[config.mk]
export PLATFORM = sky130hd
export DESIGN_NAME = conv_param_top
export DESIGN_NICKNAME = d
export VERILOG_FILES = /design/src/hw/param_pkg.sv /design/src/hw/host_pkg.sv /design/src/hw/param_sram.sv /design/src/hw/param_wrapper.sv /design/src/hw/host_port.sv /design/src/hw/requant_unit.sv /design/src/hw/conv_param_top.sv
export SDC_FILE = /design/constraint.sdc
export NUM_CORES = 1
export LEC_CHECK = 0
export CAP_MARGIN = 10
export CORE_MARGIN = 2
export CORE_UTILIZATION = 55
export DETAILED_ROUTE_END_ITERATION = 8
export DONT_BUFFER_PORTS = 1
export MAX_ROUTING_LAYER = met4
export PLACE_DENSITY = 0.73
export SETUP_SLACK_MARGIN = 0.4
export SLEW_MARGIN = 20
export SYNTH_ARGS = -nofsm -noshare
export SYNTH_HDL_FRONTEND = slang
export SYNTH_SLANG_ARGS = --single-unit
[constraint.sdc]
create_clock -name clk -period 15.5 [get_ports clk]
set_input_delay 3.1 -clock clk [delete_from_list [all_inputs] [get_ports clk]]
set_output_delay 3.1 -clock clk [all_outputs]
set_load 0.01 [all_outputs]
[src/hw/param_pkg.sv]
`default_nettype none

package param_pkg;

  // Parameter buffer geometry.
  localparam int PARAM_DEPTH = 8;
  localparam int PARAM_AW    = 3;
  localparam int DATA_W      = 32;

  // SRAM write strobe values.
  localparam logic WRITE_ENB = 1'b1;
  localparam logic WRITE_DIS = 1'b0;

  // Engine view of a parameter word. Only shift[3:0] is used.
  typedef struct packed {
    logic signed [15:0] bias;
    logic        [7:0]  shift;
    logic signed [7:0]  scale;
  } param_fields_t;

  // Host side sees raw, the requant stage sees fields.
  typedef union packed {
    logic [DATA_W-1:0] raw;
    param_fields_t     fields;
  } param_word_u;

endpackage

`default_nettype wire

[src/hw/host_pkg.sv]
`default_nettype none

package host_pkg;

  // Burst length field width.
  localparam int LEN_W = 4;

  // Longest burst, one pass over the buffer.
  localparam int MAX_LEN = 8;

endpackage

`default_nettype wire

[src/hw/param_sram.sv]
`timescale 1ns/10ps
`default_nettype none

module param_sram (
  input  wire logic                          clk,
  input  wire logic                          cs_i,
  input  wire logic                          we_i,
  input  wire logic [param_pkg::PARAM_AW-1:0] addr_i,
  input  wire logic [param_pkg::DATA_W-1:0]   wdata_i,
  output logic      [param_pkg::DATA_W-1:0]   rdata_o
);

  import param_pkg::*;

  logic [DATA_W-1:0] mem [PARAM_DEPTH];

  // One access per edge. Read data is held until the next read.
  always_ff @(posedge clk) begin
    if (cs_i) begin
      if (we_i == WRITE_ENB) begin
        mem[addr_i] <= wdata_i;
      end else begin
        rdata_o <= mem[addr_i];
      end
    end
  end

endmodule

`default_nettype wire

[src/hw/param_wrapper.sv]
`timescale 1ns/10ps
`default_nettype none

module param_wrapper (
  input  wire logic                          clk,
  input  wire logic                          rst,
  input  wire logic                          arhns_i,
  input  wire logic                          awhns_i,
  input  wire logic                          whns_i,
  input  wire logic                          rdfin_i,
  input  wire logic                          wrfin_i,
  input  wire logic                          host_cs_i,
  input  wire logic [param_pkg::PARAM_AW-1:0] host_addr_i,
  input  wire logic [param_pkg::DATA_W-1:0]   host_wdata_i,
  input  wire logic                          eng_cs_i,
  input  wire logic [param_pkg::PARAM_AW-1:0] eng_addr_i,
  output logic                               busy_o,
  output logic      [param_pkg::DATA_W-1:0]   rdata_o
);

  import param_pkg::*;

  localparam logic [1:0] IDLE    = 2'd0;
  localparam logic [1:0] HOST_RD = 2'd1;
  localparam logic [1:0] HOST_WR = 2'd2;

  logic [1:0]          state;
  logic [1:0]          next_state;
  logic                sram_cs;
  logic                sram_we;
  logic [PARAM_AW-1:0] sram_addr;
  logic [DATA_W-1:0]   sram_wdata;

  param_sram u_param_sram (
    .clk     (clk),
    .cs_i    (sram_cs),
    .we_i    (sram_we),
    .addr_i  (sram_addr),
    .wdata_i (sram_wdata),
    .rdata_o (rdata_o)
  );

  always_ff @(posedge clk or posedge rst) begin
    if (rst) begin
      state  <= IDLE;
      busy_o <= 1'b0;
    end else begin
      state  <= next_state;
      busy_o <= (next_state != IDLE);
    end
  end

  always_comb begin
    next_state = state;
    case (state)
      IDLE: begin
        if (arhns_i) begin
          next_state = HOST_RD;
        end else if (awhns_i) begin
          next_state = HOST_WR;
        end
      end
      HOST_RD: if (rdfin_i) next_state = IDLE;
      HOST_WR: if (wrfin_i) next_state = IDLE;
      default: next_state = IDLE;
    endcase
  end

  // Port mux. A host command wins the port in its own cycle.
  always_comb begin
    sram_wdata = host_wdata_i;
    sram_we    = WRITE_DIS;
    if (state == HOST_WR) begin
      sram_cs   = host_cs_i;
      sram_addr = host_addr_i;
      sram_we   = whns_i ? WRITE_ENB : WRITE_DIS;
    end else if (state == HOST_RD || arhns_i || awhns_i) begin
      sram_cs   = host_cs_i;
      sram_addr = host_addr_i;
    end else begin
      sram_cs   = eng_cs_i;
      sram_addr = eng_addr_i;
    end
  end

endmodule

`default_nettype wire

[src/hw/host_port.sv]
`timescale 1ns/10ps
`default_nettype none

module host_port (
  input  wire logic                          clk,
  input  wire logic                          rst,
  input  wire logic                          host_rd_i,
  input  wire logic                          host_wr_i,
  input  wire logic [param_pkg::PARAM_AW-1:0] host_addr_i,
  input  wire logic [host_pkg::LEN_W-1:0]     host_len_i,
  input  wire logic                          host_wvalid_i,
  input  wire logic [param_pkg::DATA_W-1:0]   host_wdata_i,
  input  wire logic                          busy_i,
  input  wire logic [param_pkg::DATA_W-1:0]   rdata_i,
  output logic                               arhns_o,
  output logic                               awhns_o,
  output logic                               whns_o,
  output logic                               rdfin_o,
  output logic                               wrfin_o,
  output logic                               host_cs_o,
  output logic      [param_pkg::PARAM_AW-1:0] beat_addr_o,
  output logic      [param_pkg::DATA_W-1:0]   host_wdata_o,
  output logic                               host_rvalid_o,
  output logic      [param_pkg::DATA_W-1:0]   host_rdata_o,
  output logic                               host_done_o
);

  import param_pkg::*;
  import host_pkg::*;

  logic                rd_active;
  logic                wr_active;
  logic [LEN_W-1:0]    beat_cnt;
  logic [LEN_W-1:0]    len_eff;
  logic [PARAM_AW-1:0] addr_q;
  logic                rvalid_q;
  logic                rd_last_q;
  logic                wr_done_q;
  logic                last_beat;

  // Commands only start from an idle buffer. Read wins a tie.
  assign arhns_o = host_rd_i & ~busy_i;
  assign awhns_o = host_wr_i & ~busy_i & ~host_rd_i;

  // Zero-length and oversized bursts are clamped.
  always_comb begin
    if (host_len_i == '0) begin
      len_eff = LEN_W'(1);
    end else if (host_len_i > LEN_W'(MAX_LEN)) begin
      len_eff = LEN_W'(MAX_LEN);
    end else begin
      len_eff = host_len_i;
    end
  end

  assign last_beat    = (beat_cnt == LEN_W'(1));
  assign whns_o       = host_wvalid_i & wr_active;
  assign host_cs_o    = rd_active | whns_o;
  assign beat_addr_o  = addr_q;
  assign host_wdata_o = host_wdata_i;

  always_ff @(posedge clk or posedge rst) begin
    if (rst) begin
      rd_active <= 1'b0;
      wr_active <= 1'b0;
      beat_cnt  <= '0;
      addr_q    <= '0;
      rvalid_q  <= 1'b0;
      rd_last_q <= 1'b0;
      wr_done_q <= 1'b0;
    end else begin
      // Read data lags the SRAM access by one cycle.
      rvalid_q  <= rd_active;
      rd_last_q <= rd_active & last_beat;
      wr_done_q <= 1'b0;
      if (arhns_o) begin
        rd_active <= 1'b1;
        addr_q    <= host_addr_i;
        beat_cnt  <= len_eff;
      end else if (awhns_o) begin
        wr_active <= 1'b1;
        addr_q    <= host_addr_i;
        beat_cnt  <= len_eff;
      end else if (rd_active || whns_o) begin
        addr_q   <= addr_q + 1'b1;
        beat_cnt <= beat_cnt - 1'b1;
        if (last_beat) begin
          rd_active <= 1'b0;
          wr_active <= 1'b0;
          wr_done_q <= wr_active;
        end
      end
    end
  end

  assign host_rvalid_o = rvalid_q;
  assign host_rdata_o  = rdata_i;
  assign rdfin_o       = rd_last_q;
  assign wrfin_o       = wr_done_q;
  assign host_done_o   = rd_last_q | wr_done_q;

endmodule

`default_nettype wire

[src/hw/requant_unit.sv]
`timescale 1ns/10ps
`default_nettype none

module requant_unit #(
  parameter int SAMPLE_W = 16
) (
  input  wire logic                          clk,
  input  wire logic                          rst,
  input  wire logic                          sample_valid_i,
  input  wire logic signed [SAMPLE_W-1:0]    sample_i,
  input  wire logic [param_pkg::PARAM_AW-1:0] channel_i,
  input  wire param_pkg::param_word_u        param_i,
  output logic                               eng_cs_o,
  output logic      [param_pkg::PARAM_AW-1:0] eng_addr_o,
  output logic                               result_valid_o,
  output logic      [param_pkg::DATA_W-1:0]   result_o
);

  import param_pkg::*;

  logic                       s1_valid;
  logic signed [SAMPLE_W-1:0] s1_sample;
  logic signed [DATA_W-1:0]   product;
  logic signed [DATA_W-1:0]   shifted;
  logic signed [DATA_W-1:0]   bias_ext;
  logic signed [DATA_W-1:0]   sum;

  // Stage 1. Lookup goes out with the sample.
  assign eng_cs_o   = sample_valid_i;
  assign eng_addr_o = channel_i;

  always_ff @(posedge clk or posedge rst) begin
    if (rst) begin
      s1_valid       <= 1'b0;
      result_valid_o <= 1'b0;
    end else begin
      s1_valid       <= sample_valid_i;
      result_valid_o <= s1_valid;
    end
  end

  always_ff @(posedge clk) begin
    s1_sample <= sample_i;
  end

  // Stage 2. Parameter word arrives from the SRAM here.
  always_comb begin
    product  = DATA_W'(s1_sample) * DATA_W'($signed(param_i.fields.scale));
    shifted  = product >>> param_i.fields.shift[3:0];
    bias_ext = DATA_W'($signed(param_i.fields.bias));
    sum      = shifted + bias_ext;
  end

  always_ff @(posedge clk) begin
    if (s1_valid) begin
      result_o <= sum;
    end
  end

endmodule

`default_nettype wire

[src/hw/conv_param_top.sv]
`timescale 1ns/10ps
`default_nettype none

module conv_param_top #(
  parameter int SAMPLE_W = 16
) (
  input  wire logic                          clk,
  input  wire logic                          rst,
  input  wire logic                          host_rd_i,
  input  wire logic                          host_wr_i,
  input  wire logic [param_pkg::PARAM_AW-1:0] host_addr_i,
  input  wire logic [host_pkg::LEN_W-1:0]     host_len_i,
  input  wire logic                          host_wvalid_i,
  input  wire logic [param_pkg::DATA_W-1:0]   host_wdata_i,
  input  wire logic                          sample_valid_i,
  input  wire logic signed [SAMPLE_W-1:0]    sample_i,
  input  wire logic [param_pkg::PARAM_AW-1:0] channel_i,
  output logic                               host_rvalid_o,
  output logic      [param_pkg::DATA_W-1:0]   host_rdata_o,
  output logic                               host_done_o,
  output logic                               busy_o,
  output logic                               result_valid_o,
  output logic      [param_pkg::DATA_W-1:0]   result_o
);

  import param_pkg::*;

  logic                arhns;
  logic                awhns;
  logic                whns;
  logic                rdfin;
  logic                wrfin;
  logic                host_cs;
  logic [PARAM_AW-1:0] host_beat_addr;
  logic [DATA_W-1:0]   host_wdata;
  logic                eng_cs;
  logic [PARAM_AW-1:0] eng_addr;
  logic [DATA_W-1:0]   rdata;

  host_port u_host_port (
    .clk           (clk),
    .rst           (rst),
    .host_rd_i     (host_rd_i),
    .host_wr_i     (host_wr_i),
    .host_addr_i   (host_addr_i),
    .host_len_i    (host_len_i),
    .host_wvalid_i (host_wvalid_i),
    .host_wdata_i  (host_wdata_i),
    .busy_i        (busy_o),
    .rdata_i       (rdata),
    .arhns_o       (arhns),
    .awhns_o       (awhns),
    .whns_o        (whns),
    .rdfin_o       (rdfin),
    .wrfin_o       (wrfin),
    .host_cs_o     (host_cs),
    .beat_addr_o   (host_beat_addr),
    .host_wdata_o  (host_wdata),
    .host_rvalid_o (host_rvalid_o),
    .host_rdata_o  (host_rdata_o),
    .host_done_o   (host_done_o)
  );

  param_wrapper u_param_wrapper (
    .clk          (clk),
    .rst          (rst),
    .arhns_i      (arhns),
    .awhns_i      (awhns),
    .whns_i       (whns),
    .rdfin_i      (rdfin),
    .wrfin_i      (wrfin),
    .host_cs_i    (host_cs),
    .host_addr_i  (host_beat_addr),
    .host_wdata_i (host_wdata),
    .eng_cs_i     (eng_cs),
    .eng_addr_i   (eng_addr),
    .busy_o       (busy_o),
    .rdata_o      (rdata)
  );

  requant_unit #(
    .SAMPLE_W (SAMPLE_W)
  ) u_requant_unit (
    .clk            (clk),
    .rst            (rst),
    .sample_valid_i (sample_valid_i),
    .sample_i       (sample_i),
    .channel_i      (channel_i),
    .param_i        (rdata),
    .eng_cs_o       (eng_cs),
    .eng_addr_o     (eng_addr),
    .result_valid_o (result_valid_o),
    .result_o       (result_o)
  );

endmodule

`default_nettype wire

Word-level counts from Yosys, hierarchy flattened
Memories as Yosys holds them, arrays and structs flattened. A register that Yosys moved wholly into a read port is not among the register bits.
Index checks and enable logic that the tools add are counted.
{ "op_classes": {"add_sub_neg": 3, "n_reduce_logical": 14, "n_eq_ne": 4, "order_cmp": 1, "n_mux": 31, "bitwise_logic": 11, "shift": 1, "multipliers": 1} }
{ "op_table": {"columns": ["op", "count"], "rows": [
  ["$add 32x16->32", 1],
  ["$sshr 32x4->32", 1],
  ["$mul 16x8->24", 1],
  ["$mux 4", 5],
  ["$mux 1", 16],
  ["$mux 3", 5],
  ["$reduce_bool 2->1", 5],
  ["$mux 2", 4],
  ["$pmux 2 s3", 1],
  ["$reduce_and 3->1", 2],
  ["$and 1x1->1", 5],
  ["$eq 4x1->1 const B", 1],
  ["$gt 4x4->1 const B", 1],
  ["$logic_not 4->1", 1],
  ["$not 1->1", 4],
  ["$sub 4x1->4 const B", 1],
  ["$add 3x1->3 const B", 1],
  ["$logic_or 1x1->1", 3],
  ["$reduce_bool 3->1", 1],
  ["$eq 2x1->1 const B", 1],
  ["$eq 2x2->1 const B", 1],
  ["$logic_not 2->1", 1],
  ["$ne 2x1->1 const B", 1],
  ["$or 1x1->1", 2],
  ["$reduce_and 2->1", 1]
]} }
{ "totals": {"ram_bits": 256, "ff_bits": 65, "mem_count": 1, "out_inout_bits": 68, "in_bits": 64} }
{ "memory_table": {"columns": ["memory", "depth", "width", "read_ports", "rd_ports_with_merged_regs", "wr", "line", "text"], "rows": [
  ["u_param_wrapper.u_param_sram.mem", 8, 32, 1, 1, 1, "param_sram.sv:15", "logic [DATA_W-1:0] mem [PARAM_DEPTH];"]
]} }

Logic depth before layout (Yosys ltp)
Gate-level depths: netlist of the first run.
{ "logic_depth": {"depth_word": 8, "ltp_mapped": 31} }

Hierarchy
A second synthesis of the first run with hierarchy kept.
{ "unflattened": {"hier_cells": 1468, "hier_area_um2": 20488.4} }
{ "modules_own_cells": {"columns": ["module", "seq_area_each_um2", "n_inst", "area_each_um2", "cells_each"], "rows": [
  ["param_sram", 8648.3, 1, 10870.4, 425],
  ["requant_unit", 1331.3, 1, 8279.2, 890],
  ["host_port", 300.3, 1, 1103.6, 130],
  ["param_wrapper", 75.1, 1, 235.2, 23]
]} }

Worst setup path before layout of the first run
No wires, ideal clock.
{ "synth_timing": {"path_type": "register -> register", "from": "reg u_param_wrapper.u_param_sram.rdata_o[7] (netlist bit), read port of u_param_wrapper.u_param_sram.mem", "to": "reg u_requant_unit.result_o[23] (netlist bit) (data pin)", "slack_ns": 7.873, "t_arrival_ns": 7.366, "synth_period_minus_slack_ns": 7.627, "stages_incl_launch_ff": 28, "n_path_buf": 1, "cell_sequence": "edfxtp_1 -> inv_1 -> buf_1 -> nor2_1 -> fa_1 -> fa_1 -> fa_1 -> inv_1 -> fa_1 -> inv_1 -> ha_1 -> a211o_1 -> nand2b_1 -> o2111ai_1 -> a21oi_1 -> or3_1 -> xnor2_1 -> mux4_2 -> o311ai_1 -> ha_1 -> a21o_1 -> a31o_2 -> a2111oi_0 -> nor3_1 -> o21a_1 -> o211a_1 -> o31ai_1 -> xnor2_1"} }
{ "synth_via": {"elab_chain_cells": 3} }
{ "synth_lines": {"columns": ["item", "line", "text"], "rows": [
  ["start: declaration", "param_sram.sv:10", "output logic [param_pkg::DATA_W-1:0] rdata_o"],
  ["$mul 16x8->24", "requant_unit.sv:48", "product = DATA_W'(s1_sample) * DATA_W'($signed(param_i.fields.scale));"],
  ["$sshr 32x4->32", "requant_unit.sv:49", "shifted = product >>> param_i.fields.shift[3:0];"],
  ["$add 32x16->32", "requant_unit.sv:51", "sum = shifted + bias_ext;"],
  ["via u_requant_unit.sum[23]", "requant_unit.sv:26", "logic signed [DATA_W-1:0] sum;"],
  ["end signal: assignment", "requant_unit.sv:56", "result_o <= sum;"],
  ["end: declaration", "requant_unit.sv:16", "output logic [param_pkg::DATA_W-1:0] result_o"]
]} }
The timed path passes the listed nets, and every way through them passes these cells.
A chain may end at the register's enable or synchronous reset.

Worst setup path after layout of the first run
{ "layout_timing": {"from": "reg u_param_wrapper.u_param_sram.rdata_o[7] (netlist bit), read port of u_param_wrapper.u_param_sram.mem", "to": "reg u_requant_unit.result_o[31] (netlist bit) (data pin)"} }
Same word-level chain as after synthesis.

==> results of run 1 <==
cell families after synthesis:
family | synth area share
adder cells (fa/ha/maj) | 0.153
buffers and inverters | 0.0443
XOR/XNOR | 0.0197
flip-flops | 0.530
AO/OA/AOI/OAI | 0.122
AND/OR/NAND/NOR | 0.0977
multiplexers | 0.0335
final timing paths:
path	startpoint	end	slack, ns
hold / removal	u_host_port.rd_active	u_host_port.host_rvalid_o	0.46
min in group asynchronous	rst	u_host_port.host_rvalid_o	2.51
max in group asynchronous	rst	u_host_port.beat_addr_o[1]	12.56
hold reg to reg	u_host_port.rd_active	u_host_port.host_rvalid_o	0.46
setup reg to reg	u_param_wrapper.u_param_sram.rdata_o[7]	u_requant_unit.result_o[31]	6.80
setup / recovery	u_param_wrapper.u_param_sram.rdata_o[7]	u_requant_unit.result_o[31]	6.80
sequential cells by signal, summed over array words and instances (netlist names):
| signal | flops |
|---|---|
| u_host_port.beat_addr_o | 3 |
| u_host_port.beat_cnt | 4 |
| u_host_port.host_rvalid_o | 1 |
| u_host_port.rd_active | 1 |
| u_host_port.rdfin_o | 1 |
| u_host_port.wr_active | 1 |
| u_host_port.wrfin_o | 1 |
| u_param_wrapper.busy_o | 1 |
| u_param_wrapper.state | 2 |
| u_param_wrapper.u_param_sram.mem | 256 |
| u_param_wrapper.u_param_sram.rdata_o | 32 |
| u_requant_unit.result_o | 32 |
| u_requant_unit.result_valid_o | 1 |
| u_requant_unit.s1_sample | 16 |
| u_requant_unit.s1_valid | 1 |
cell usage in the layout (no fill, tap or decap), drive strengths merged, types with 37 or more instances in the layout:
| cell | instances |
|---|---|
| a21oi | 65 |
| a22oi | 58 |
| and2 | 95 |
| clkbuf | 44 |
| edfxtp | 320 |
| fa | 104 |
| ha | 72 |
| inv | 166 |
| nand2 | 95 |
| nand3 | 39 |
| nor2 | 64 |
| xnor2 | 37 |
routing by layer:
layer	up-vias	GRT usage
met4	0	0.0790
met1	6193	0.308
met5	-	-
met3	94	0.0642
met2	474	0.438
li1	5674	-
through the flow:
| stage | cells | worst slack, ns | cell area (µm²) | hold slack (ns) |
|---|---|---|---|---|
| floorplan | 1554 | 7.87 | 19500 | 0.407 |
| global placement | 1978 | 6.83 | 20100 | 0.441 |
| detailed placement | 1978 | 6.82 | 20100 | 0.447 |
| CTS | 2040 | 6.77 | 21300 | 0.461 |
| global route | 2041 | 6.10 | 21300 | 0.479 |
| finish | 2041 | 6.80 | 21300 | 0.462 |
worst max-delay path: cells and delay by family (launching register included):
| family | cells | cell delay (ns) |
|---|---|---|
| xor gates and xnor gates | 1 | 0.15 |
| adders and majority gates | 6 | 2.64 |
| DFF | 1 | 0.56 |
| buffers and inverters | 3 | 0.56 |
| muxes | 1 | 0.55 |
| AOI/OAI and AO/OA | 11 | 3.19 |
| and+or+nand+nor | 4 | 0.88 |
final cells by class:
type / instances / area (µm²) / share of cell area
antenna: 1 / 2.50 / 0.000118
clock buffer: 44 / 952 / 0.0447
clock inverter: 18 / 199 / 0.00934
inverter: 164 / 616 / 0.0289
multi-input combinational: 975 / 8400 / 0.395
sequential: 353 / 10400 / 0.486
tap: 461 / 577 / 0.0271
timing repair buffer: 25 / 188 / 0.00882
==> impl_metrics.toml, run 1 <==
[route]
detail-route-antenna-nets = 0
drt_iter0_drc = 896
routed-wl-met3_um = 3850
wl_um = 45300
drcViolationCount = 0
via_count = 12400
top_layer = "met4"
wl_met1_um = 17600
vias_per_cell = 6.09
first_pass_iters = 5
wl_per_cell_um = 22.2
route.met2.wl_um = 22600

[timing]
relSlewSlack = 0.295
period_minus_slack_ns = 8.70
fin_crit_sh = 0.561
hold_violations = 0
grt_setup_unrepaired = "no"
setup_violations = 0
fin_setup_tns_ns = 0
worst_pin_slew_ns = 1.06
fmax_mhz = 115
finClkSkew_ns = 0.0245
finalMaxSlewViolations = 0

[die]
dieArea_um2 = 37100
die_h_um = 193
die_x_um = 193
core_um2 = 35300
row_count = 69
initial_core_util = 0.554
num_io_pins = 132

[cells_and_area]
area_growth_pct = 8.92
nFillCells = 2700
drive_gt1_frac = 0.0779
fin_nets = 1796
final_util = 0.603

[clock_network]
clockRootBuffer = "clkbuf_16"
cts_tree = "yes"
cts.repair.resized = 0
clk_latency_ns = 0.57
clk_pin_slew_worst_paths_ns = 0.06
post_cts_buffers = 0
cts_sinks = 353
cts.path.max_buffers = 3
numCtsBuffers = 37
htree_levels = 2
cts_hold_buffers = 0

[worst_setup_path]
required_ns = 15.94
critPathSlowestCell = "edfxtp_1"
ff2ff_path_depth = 26
cpPeakStageDelay_ns = 0.56
crit_type = "reg -> reg"
crit_path_end_kind = "register"
arrival_ns = 9.14
critPathLaunchType = "register"
crit_top_cell = "fa_1"
worstPathMaxFanout = 15

[logic_synthesis]
synth_seq_area_share = 0.530
synth-main-ff-cell = "edfxtp_1"
ys_seq_elements = 353
avgSynthCellArea_um2 = 12.6
yosys-top-cells-area = "edfxtp_1 49%, fa_1 11%, ha_1 4.6%"
syn-num-nets = 1794
synth.yosys.warnings = 0
synth.distinct_cells = 74
yosysTopAreaCell = "edfxtp_1"
synth_edf_count = 320
synth_common_cells = "320 x edfxtp_1, 163 x inv_1, 104 x fa_1, 95 x and2_1, 95 x nand2_1"
mappedNetlistArea_um2 = 19500
synthesis.instances = 1554
netlist.area_leader.share = 0.492
yosysMostFrequentCell = "edfxtp_1"
synthArstFlopShare = 0.0482

[global_route]
overflow = 0
first_global_vias = 12500
grt_start_max_net_pins = 34
grt_pass1_wl_um = 70200
grt_usage = 0.259
antenna_found_initial = 1

[run]
maxCapViolations = 0

[status]
status = "completed"

[placed_design]
gp_congestion = 0.911
place.port_buffers = 0
hpwlAfterDp_um = 30300

[worst_hold_path]
hold_depth = 0
hp-class = "reg -> reg"
Power of run 1 is left out: the tool's default activity adds up to more than one toggle a clock period on the data nets, which glitch-free logic cannot reach.
==> run 2, diff against run 1 <==
Clock period 15.5 ns to 8.9 ns, I/O delays scaled along.
==> run 2 against run 1 <==
Compared with the run above: non-clock buffer count is 21 higher; first-iteration DRC count grew 15%; clock skew increased by 0.021 ns; register-to-register slack worse by 6.0 ns; hold slack improved by 0.00066 ns; maximum frequency up 7.2%; worst setup slack lost 6.0 ns; critical path depth unchanged; largest cell class unchanged; highest routed layer unchanged.
==> impl_metrics.toml, run 2 (same netlist as run 1, synthesis figures left out) <==
[route]
detail-route-antenna-nets = 0
first_pass_iters = 6
wl_um = 46700
vias_per_cell = 6.08
drt_iter0_drc = 1033
drcViolationCount = 0
wl_per_cell_um = 22.6
via_count = 12600

[die]
row_count = 69
die_x_um = 193
num_io_pins = 132
core_um2 = 35300
die_h_um = 193
dieArea_um2 = 37100
initial_core_util = 0.554

[cells_and_area]
nFillCells = 2703
area_growth_pct = 10.2
regMostFlops = "u_param_wrapper.u_param_sram.mem"
fin_area_um2 = 21500
final_common_cell = "edfxtp_1"
drive_gt1_frac = 0.0967
largest_reg_flops = 256
fin_nets = 1817
final_cell_mix = "320 x edfxtp_1, 162 x inv_1, 104 x fa_1"
reg_top3 = "u_param_wrapper.u_param_sram.mem: 256 flops, u_param_wrapper.u_param_sram.rdata_o: 32 flops, u_requant_unit.result_o: 32 flops"

[placed_design]
gp_congestion = 0.928
place_area_um2 = 20200
hpwlAfterDp_um = 30900
place.port_buffers = 0

[clock_network]
htree_levels = 2
cts_hold_buffers = 0
cts.path.max_buffers = 3
cts_sinks = 353
clk_latency_ns = 0.58
clk_pin_slew_worst_paths_ns = 0.06
numCtsBuffers = 37
clockRootBuffer = "clkbuf_16"
cts_tree = "yes"

[timing]
grt_setup_unrepaired = "no"
fmax_mhz = 123
fin_crit_sh = 0.912
finClkSkew_ns = 0.0453
hold_violations = 0
relSlewSlack = 0.298
fin_setup_tns_ns = 0
setup_violations = 0
finalMaxSlewViolations = 0
worst_pin_slew_ns = 1.05
period_minus_slack_ns = 8.12

[worst_setup_path]
worstPathMaxFanout = 8
crit_type = "reg -> reg"
required_ns = 9.21
crit_path_end_kind = "register"
critPathLaunchType = "register"
arrival_ns = 8.43

[global_route]
first_global_vias = 13100
grt_start_max_net_pins = 34
overflow = 0
grt_pass1_wl_um = 72200
grt_usage = 0.268
antenna_found_initial = 3

[worst_hold_path]
hp-class = "reg -> reg"

[run]
maxCapViolations = 0

[status]
status = "completed"
run 2: changes by cell type in the layout (fill, tap and decap cells not counted), sizes merged:
cell	delta
bufinv	+3
clkinvlp	+3
buf	+21
clkinv	-4
inv	-2
clkbuf	+3
diode	+1
run 2: stage by stage:
stage               hold WS (ns)  worst slack (ns)  utilization  std cells
floorplan                  0.407              1.27            -       1554
global route               0.471             0.410        0.610       2066
CTS                        0.456             0.429        0.608       2059
finish                     0.462             0.783        0.610       2066
detailed placement         0.459             0.190        0.571       1984
global placement           0.436             0.375        0.571       1984
run 2: worst max-delay path, stage by stage, from the launching register on:
cell and delay, ns:
edfxtp_1 0.61, buf_2 0.29, and2_1 0.17, fa_1 0.44, fa_1 0.43, fa_1 0.51, inv_1 0.05, fa_1 0.47
inv_1 0.04, ha_1 0.35, a211o_1 0.34, nand2b_1 0.19, o2111ai_1 0.32, a21oi_1 0.20, or3_1 0.41, xnor2_1 0.14
mux4_2 0.56, o311ai_2 0.30, ha_1 0.34, a21o_1 0.21, a31o_2 0.26, a2111oi_2 0.25, nor3_1 0.12, o21a_1 0.23
o211a_1 0.26, o31ai_1 0.26, xnor2_1 0.10
run 2: layer usage:
layer  up-vias  track usage  part of all wire
met3       115       0.0629             0.084
met4         0        0.112             0.035
met5         -            -                 0
li1       5725            -                 -
met1      6194        0.319              0.39
met2       526        0.439              0.49
run 2: final timing paths:
path                                                          from                           to  slack, ns  cells after the start
max in group asynchronous                                      rst   u_host_port.beat_addr_o[2]       7.29                      1
min reg2reg                                  u_host_port.rd_active    u_host_port.host_rvalid_o       0.46                      0
max reg2reg                u_param_wrapper.u_param_sram.rdata_o[5]  u_requant_unit.result_o[23]       0.78                     26
min in group asynchronous                                      rst    u_host_port.host_rvalid_o       1.20                      1
max                        u_param_wrapper.u_param_sram.rdata_o[5]  u_requant_unit.result_o[23]       0.78                     26
min                                          u_host_port.rd_active    u_host_port.host_rvalid_o       0.46                      0
run 2: layout make-up:
type / count / area, µm² / area share
Clock buffer: 47 / 963 / 0.0447
Timing Repair Buffer: 46 / 343 / 0.0159
Clock inverter: 18 / 251 / 0.0117
Multi-Input combinational cell: 975 / 8440 / 0.391
Tap cell: 461 / 577 / 0.0268
Inverter: 164 / 619 / 0.0287
Antenna cell: 2 / 5.00 / 0.000232
Sequential cell: 353 / 10400 / 0.481
run 2: repair_timing:
action                                  in CTS  in global routing
gates resized for setup                      2                 13
buffers inserted                            10                  5
pin swaps                                    0                  3
endpoints found under the setup margin       7                 16
Power of run 2 is left out for the same reason.
==> run 3, diff against run 2 <==
Settings changed: CTS_BUF_LIST set to sky130_fd_sc_hd__clkbuf_4 sky130_fd_sc_hd__clkbuf_8.
==> run 3 against run 2 <==
Compared with the run above: clock-buffer cell count increased by 26; maximum frequency is 0.50% lower; first-iteration DRC count shrank 0.19%; via count up 0.36%; critical endpoint unchanged; largest cell class unchanged.
==> impl_metrics.toml, run 3 (same netlist as run 1, synthesis figures left out) <==
[placed_design]
place.port_buffers = 0
gp_congestion = 0.928
hpwlAfterDp_um = 30900

[run]
maxCapViolations = 0

[timing]
fin_crit_sh = 0.917
grt_setup_unrepaired = "no"
setup_violations = 0
relSlewSlack = 0.276
worst_pin_slew_ns = 1.08
period_minus_slack_ns = 8.16
finClkSkew_ns = 0.0352
finalMaxSlewViolations = 0
hold_violations = 0
fmax_mhz = 123
fin_setup_tns_ns = 0

[clock_network]
cts_hold_buffers = 0
cts_tree = "yes"
numCtsBuffers = 57
cts.path.max_buffers = 3
cts_sinks = 353
clockRootBuffer = "clkbuf_8"
clk_pin_slew_worst_paths_ns = 0.06
clk_latency_ns = 0.67
htree_levels = 2

[die]
dieArea_um2 = 37100
die_h_um = 193
initial_core_util = 0.554
row_count = 69
die_x_um = 193
num_io_pins = 132
core_um2 = 35300

[cells_and_area]
area_growth_pct = 9.99
reg_top3 = "u_param_wrapper.u_param_sram.mem: 256 flops, u_param_wrapper.u_param_sram.rdata_o: 32 flops, u_requant_unit.result_o: 32 flops"
final_common_cell = "edfxtp_1"
largest_reg_flops = 256
fin_nets = 1835
regMostFlops = "u_param_wrapper.u_param_sram.mem"
final_cell_mix = "320 x edfxtp_1, 162 x inv_1, 104 x fa_1"
drive_gt1_frac = 0.119
nFillCells = 2715

[worst_setup_path]
critPathLaunchType = "register"
worstPathMaxFanout = 9
required_ns = 9.29
r2r-start = "u_param_wrapper.u_param_sram.rdata_o[7]"
crit_type = "reg -> reg"
arrival_ns = 8.55
crit_path_start = "u_param_wrapper.u_param_sram.rdata_o[7]"
crit_path_end_kind = "register"

[route]
drt_iter0_drc = 1031
detail-route-antenna-nets = 0
first_pass_iters = 7
wl_um = 46600
route.met2.wl_um = 23300
wl_per_cell_um = 22.2
wl_met1_um = 18600
drcViolationCount = 0
via_count = 12600
vias_per_cell = 5.99
routed-wl-met3_um = 3590
top_layer = "met4"

[global_route]
grt_start_max_net_pins = 34
overflow = 0
first_global_vias = 13100
antenna_found_initial = 1
grt_pass1_wl_um = 72200
grt_usage = 0.266

[worst_hold_path]
hold_start = "u_host_port.rd_active"
hp-class = "reg -> reg"

[status]
status = "completed"
## run 3: through the flow
step           setup WS (ns)  std cells  area [µm²]   util  hold slack, ns
5_1_grt                0.399       2102       21500  0.609           0.476
4_1_cts                0.428       2097       21400  0.606           0.461
3_3_place_gp           0.375       1984       20200  0.571           0.436
2_1_floorplan           1.27       1554       19500      -           0.407
3_5_place_dp           0.190       1984       20200  0.571           0.459
6_report               0.742       2103       21500  0.609           0.465
## run 3: final cells by class
| type | instances | area (µm²) | area share |
|---|---|---|---|
| Clock inverter | 32 | 244 | 0.0113 |
| Inverter | 164 | 619 | 0.0288 |
| Antenna cell | 1 | 2.50 | 0.000116 |
| Clock buffer | 73 | 905 | 0.0421 |
| Tap cell | 461 | 577 | 0.0268 |
| Multi-Input combinational cell | 975 | 8440 | 0.393 |
| Sequential cell | 353 | 10400 | 0.482 |
| Timing Repair Buffer | 44 | 353 | 0.0164 |
## run 3: what timing repair did
| action | 4_1_cts | 5_1_grt |
|---|---|---|
| resized for setup | 2 | 11 |
| pin swaps | 0 | 3 |
| buffers inserted | 8 | 5 |
| endpoints found under the setup margin | 10 | 18 |
## run 3: final timing paths
kind | slack (ns) | depth (start not counted) | end
max in group asynchronous | 7.37 | 1 | u_host_port.beat_addr_o[2]
worst min register to register | 0.47 | 0 | u_host_port.host_rvalid_o
worst max register to register | 0.74 | 27 | u_requant_unit.result_o[23]
worst min-delay path | 0.47 | 0 | u_host_port.host_rvalid_o
worst max-delay path | 0.74 | 27 | u_requant_unit.result_o[23]
min in group asynchronous | 1.10 | 1 | u_host_port.rdfin_o
## run 3: critical path, stage by stage (launching register included)
cell	delay, ns
edfxtp_1	0.55
clkinvlp_4	0.13
buf_4	0.19
nor2_1	0.14
fa_1	0.47
fa_1	0.48
fa_1	0.49
inv_1	0.05
fa_1	0.47
inv_1	0.04
ha_1	0.35
a211o_1	0.34
nand2b_1	0.19
o2111ai_1	0.34
a21oi_1	0.21
or3_1	0.42
xnor2_1	0.14
mux4_2	0.56
o311ai_2	0.30
ha_1	0.34
a21o_1	0.21
a31o_2	0.26
a2111oi_2	0.25
nor3_1	0.12
o21a_1	0.23
o211a_1	0.26
o31ai_1	0.26
xnor2_1	0.09
## run 3: per-layer routing
layer  global-route usage  up-vias
li1                     -     5764
met1                0.324     6239
met2                0.445      516
met3               0.0546       86
met4               0.0878        0
met5                    -        -
Power of run 3 is left out for the same reason.
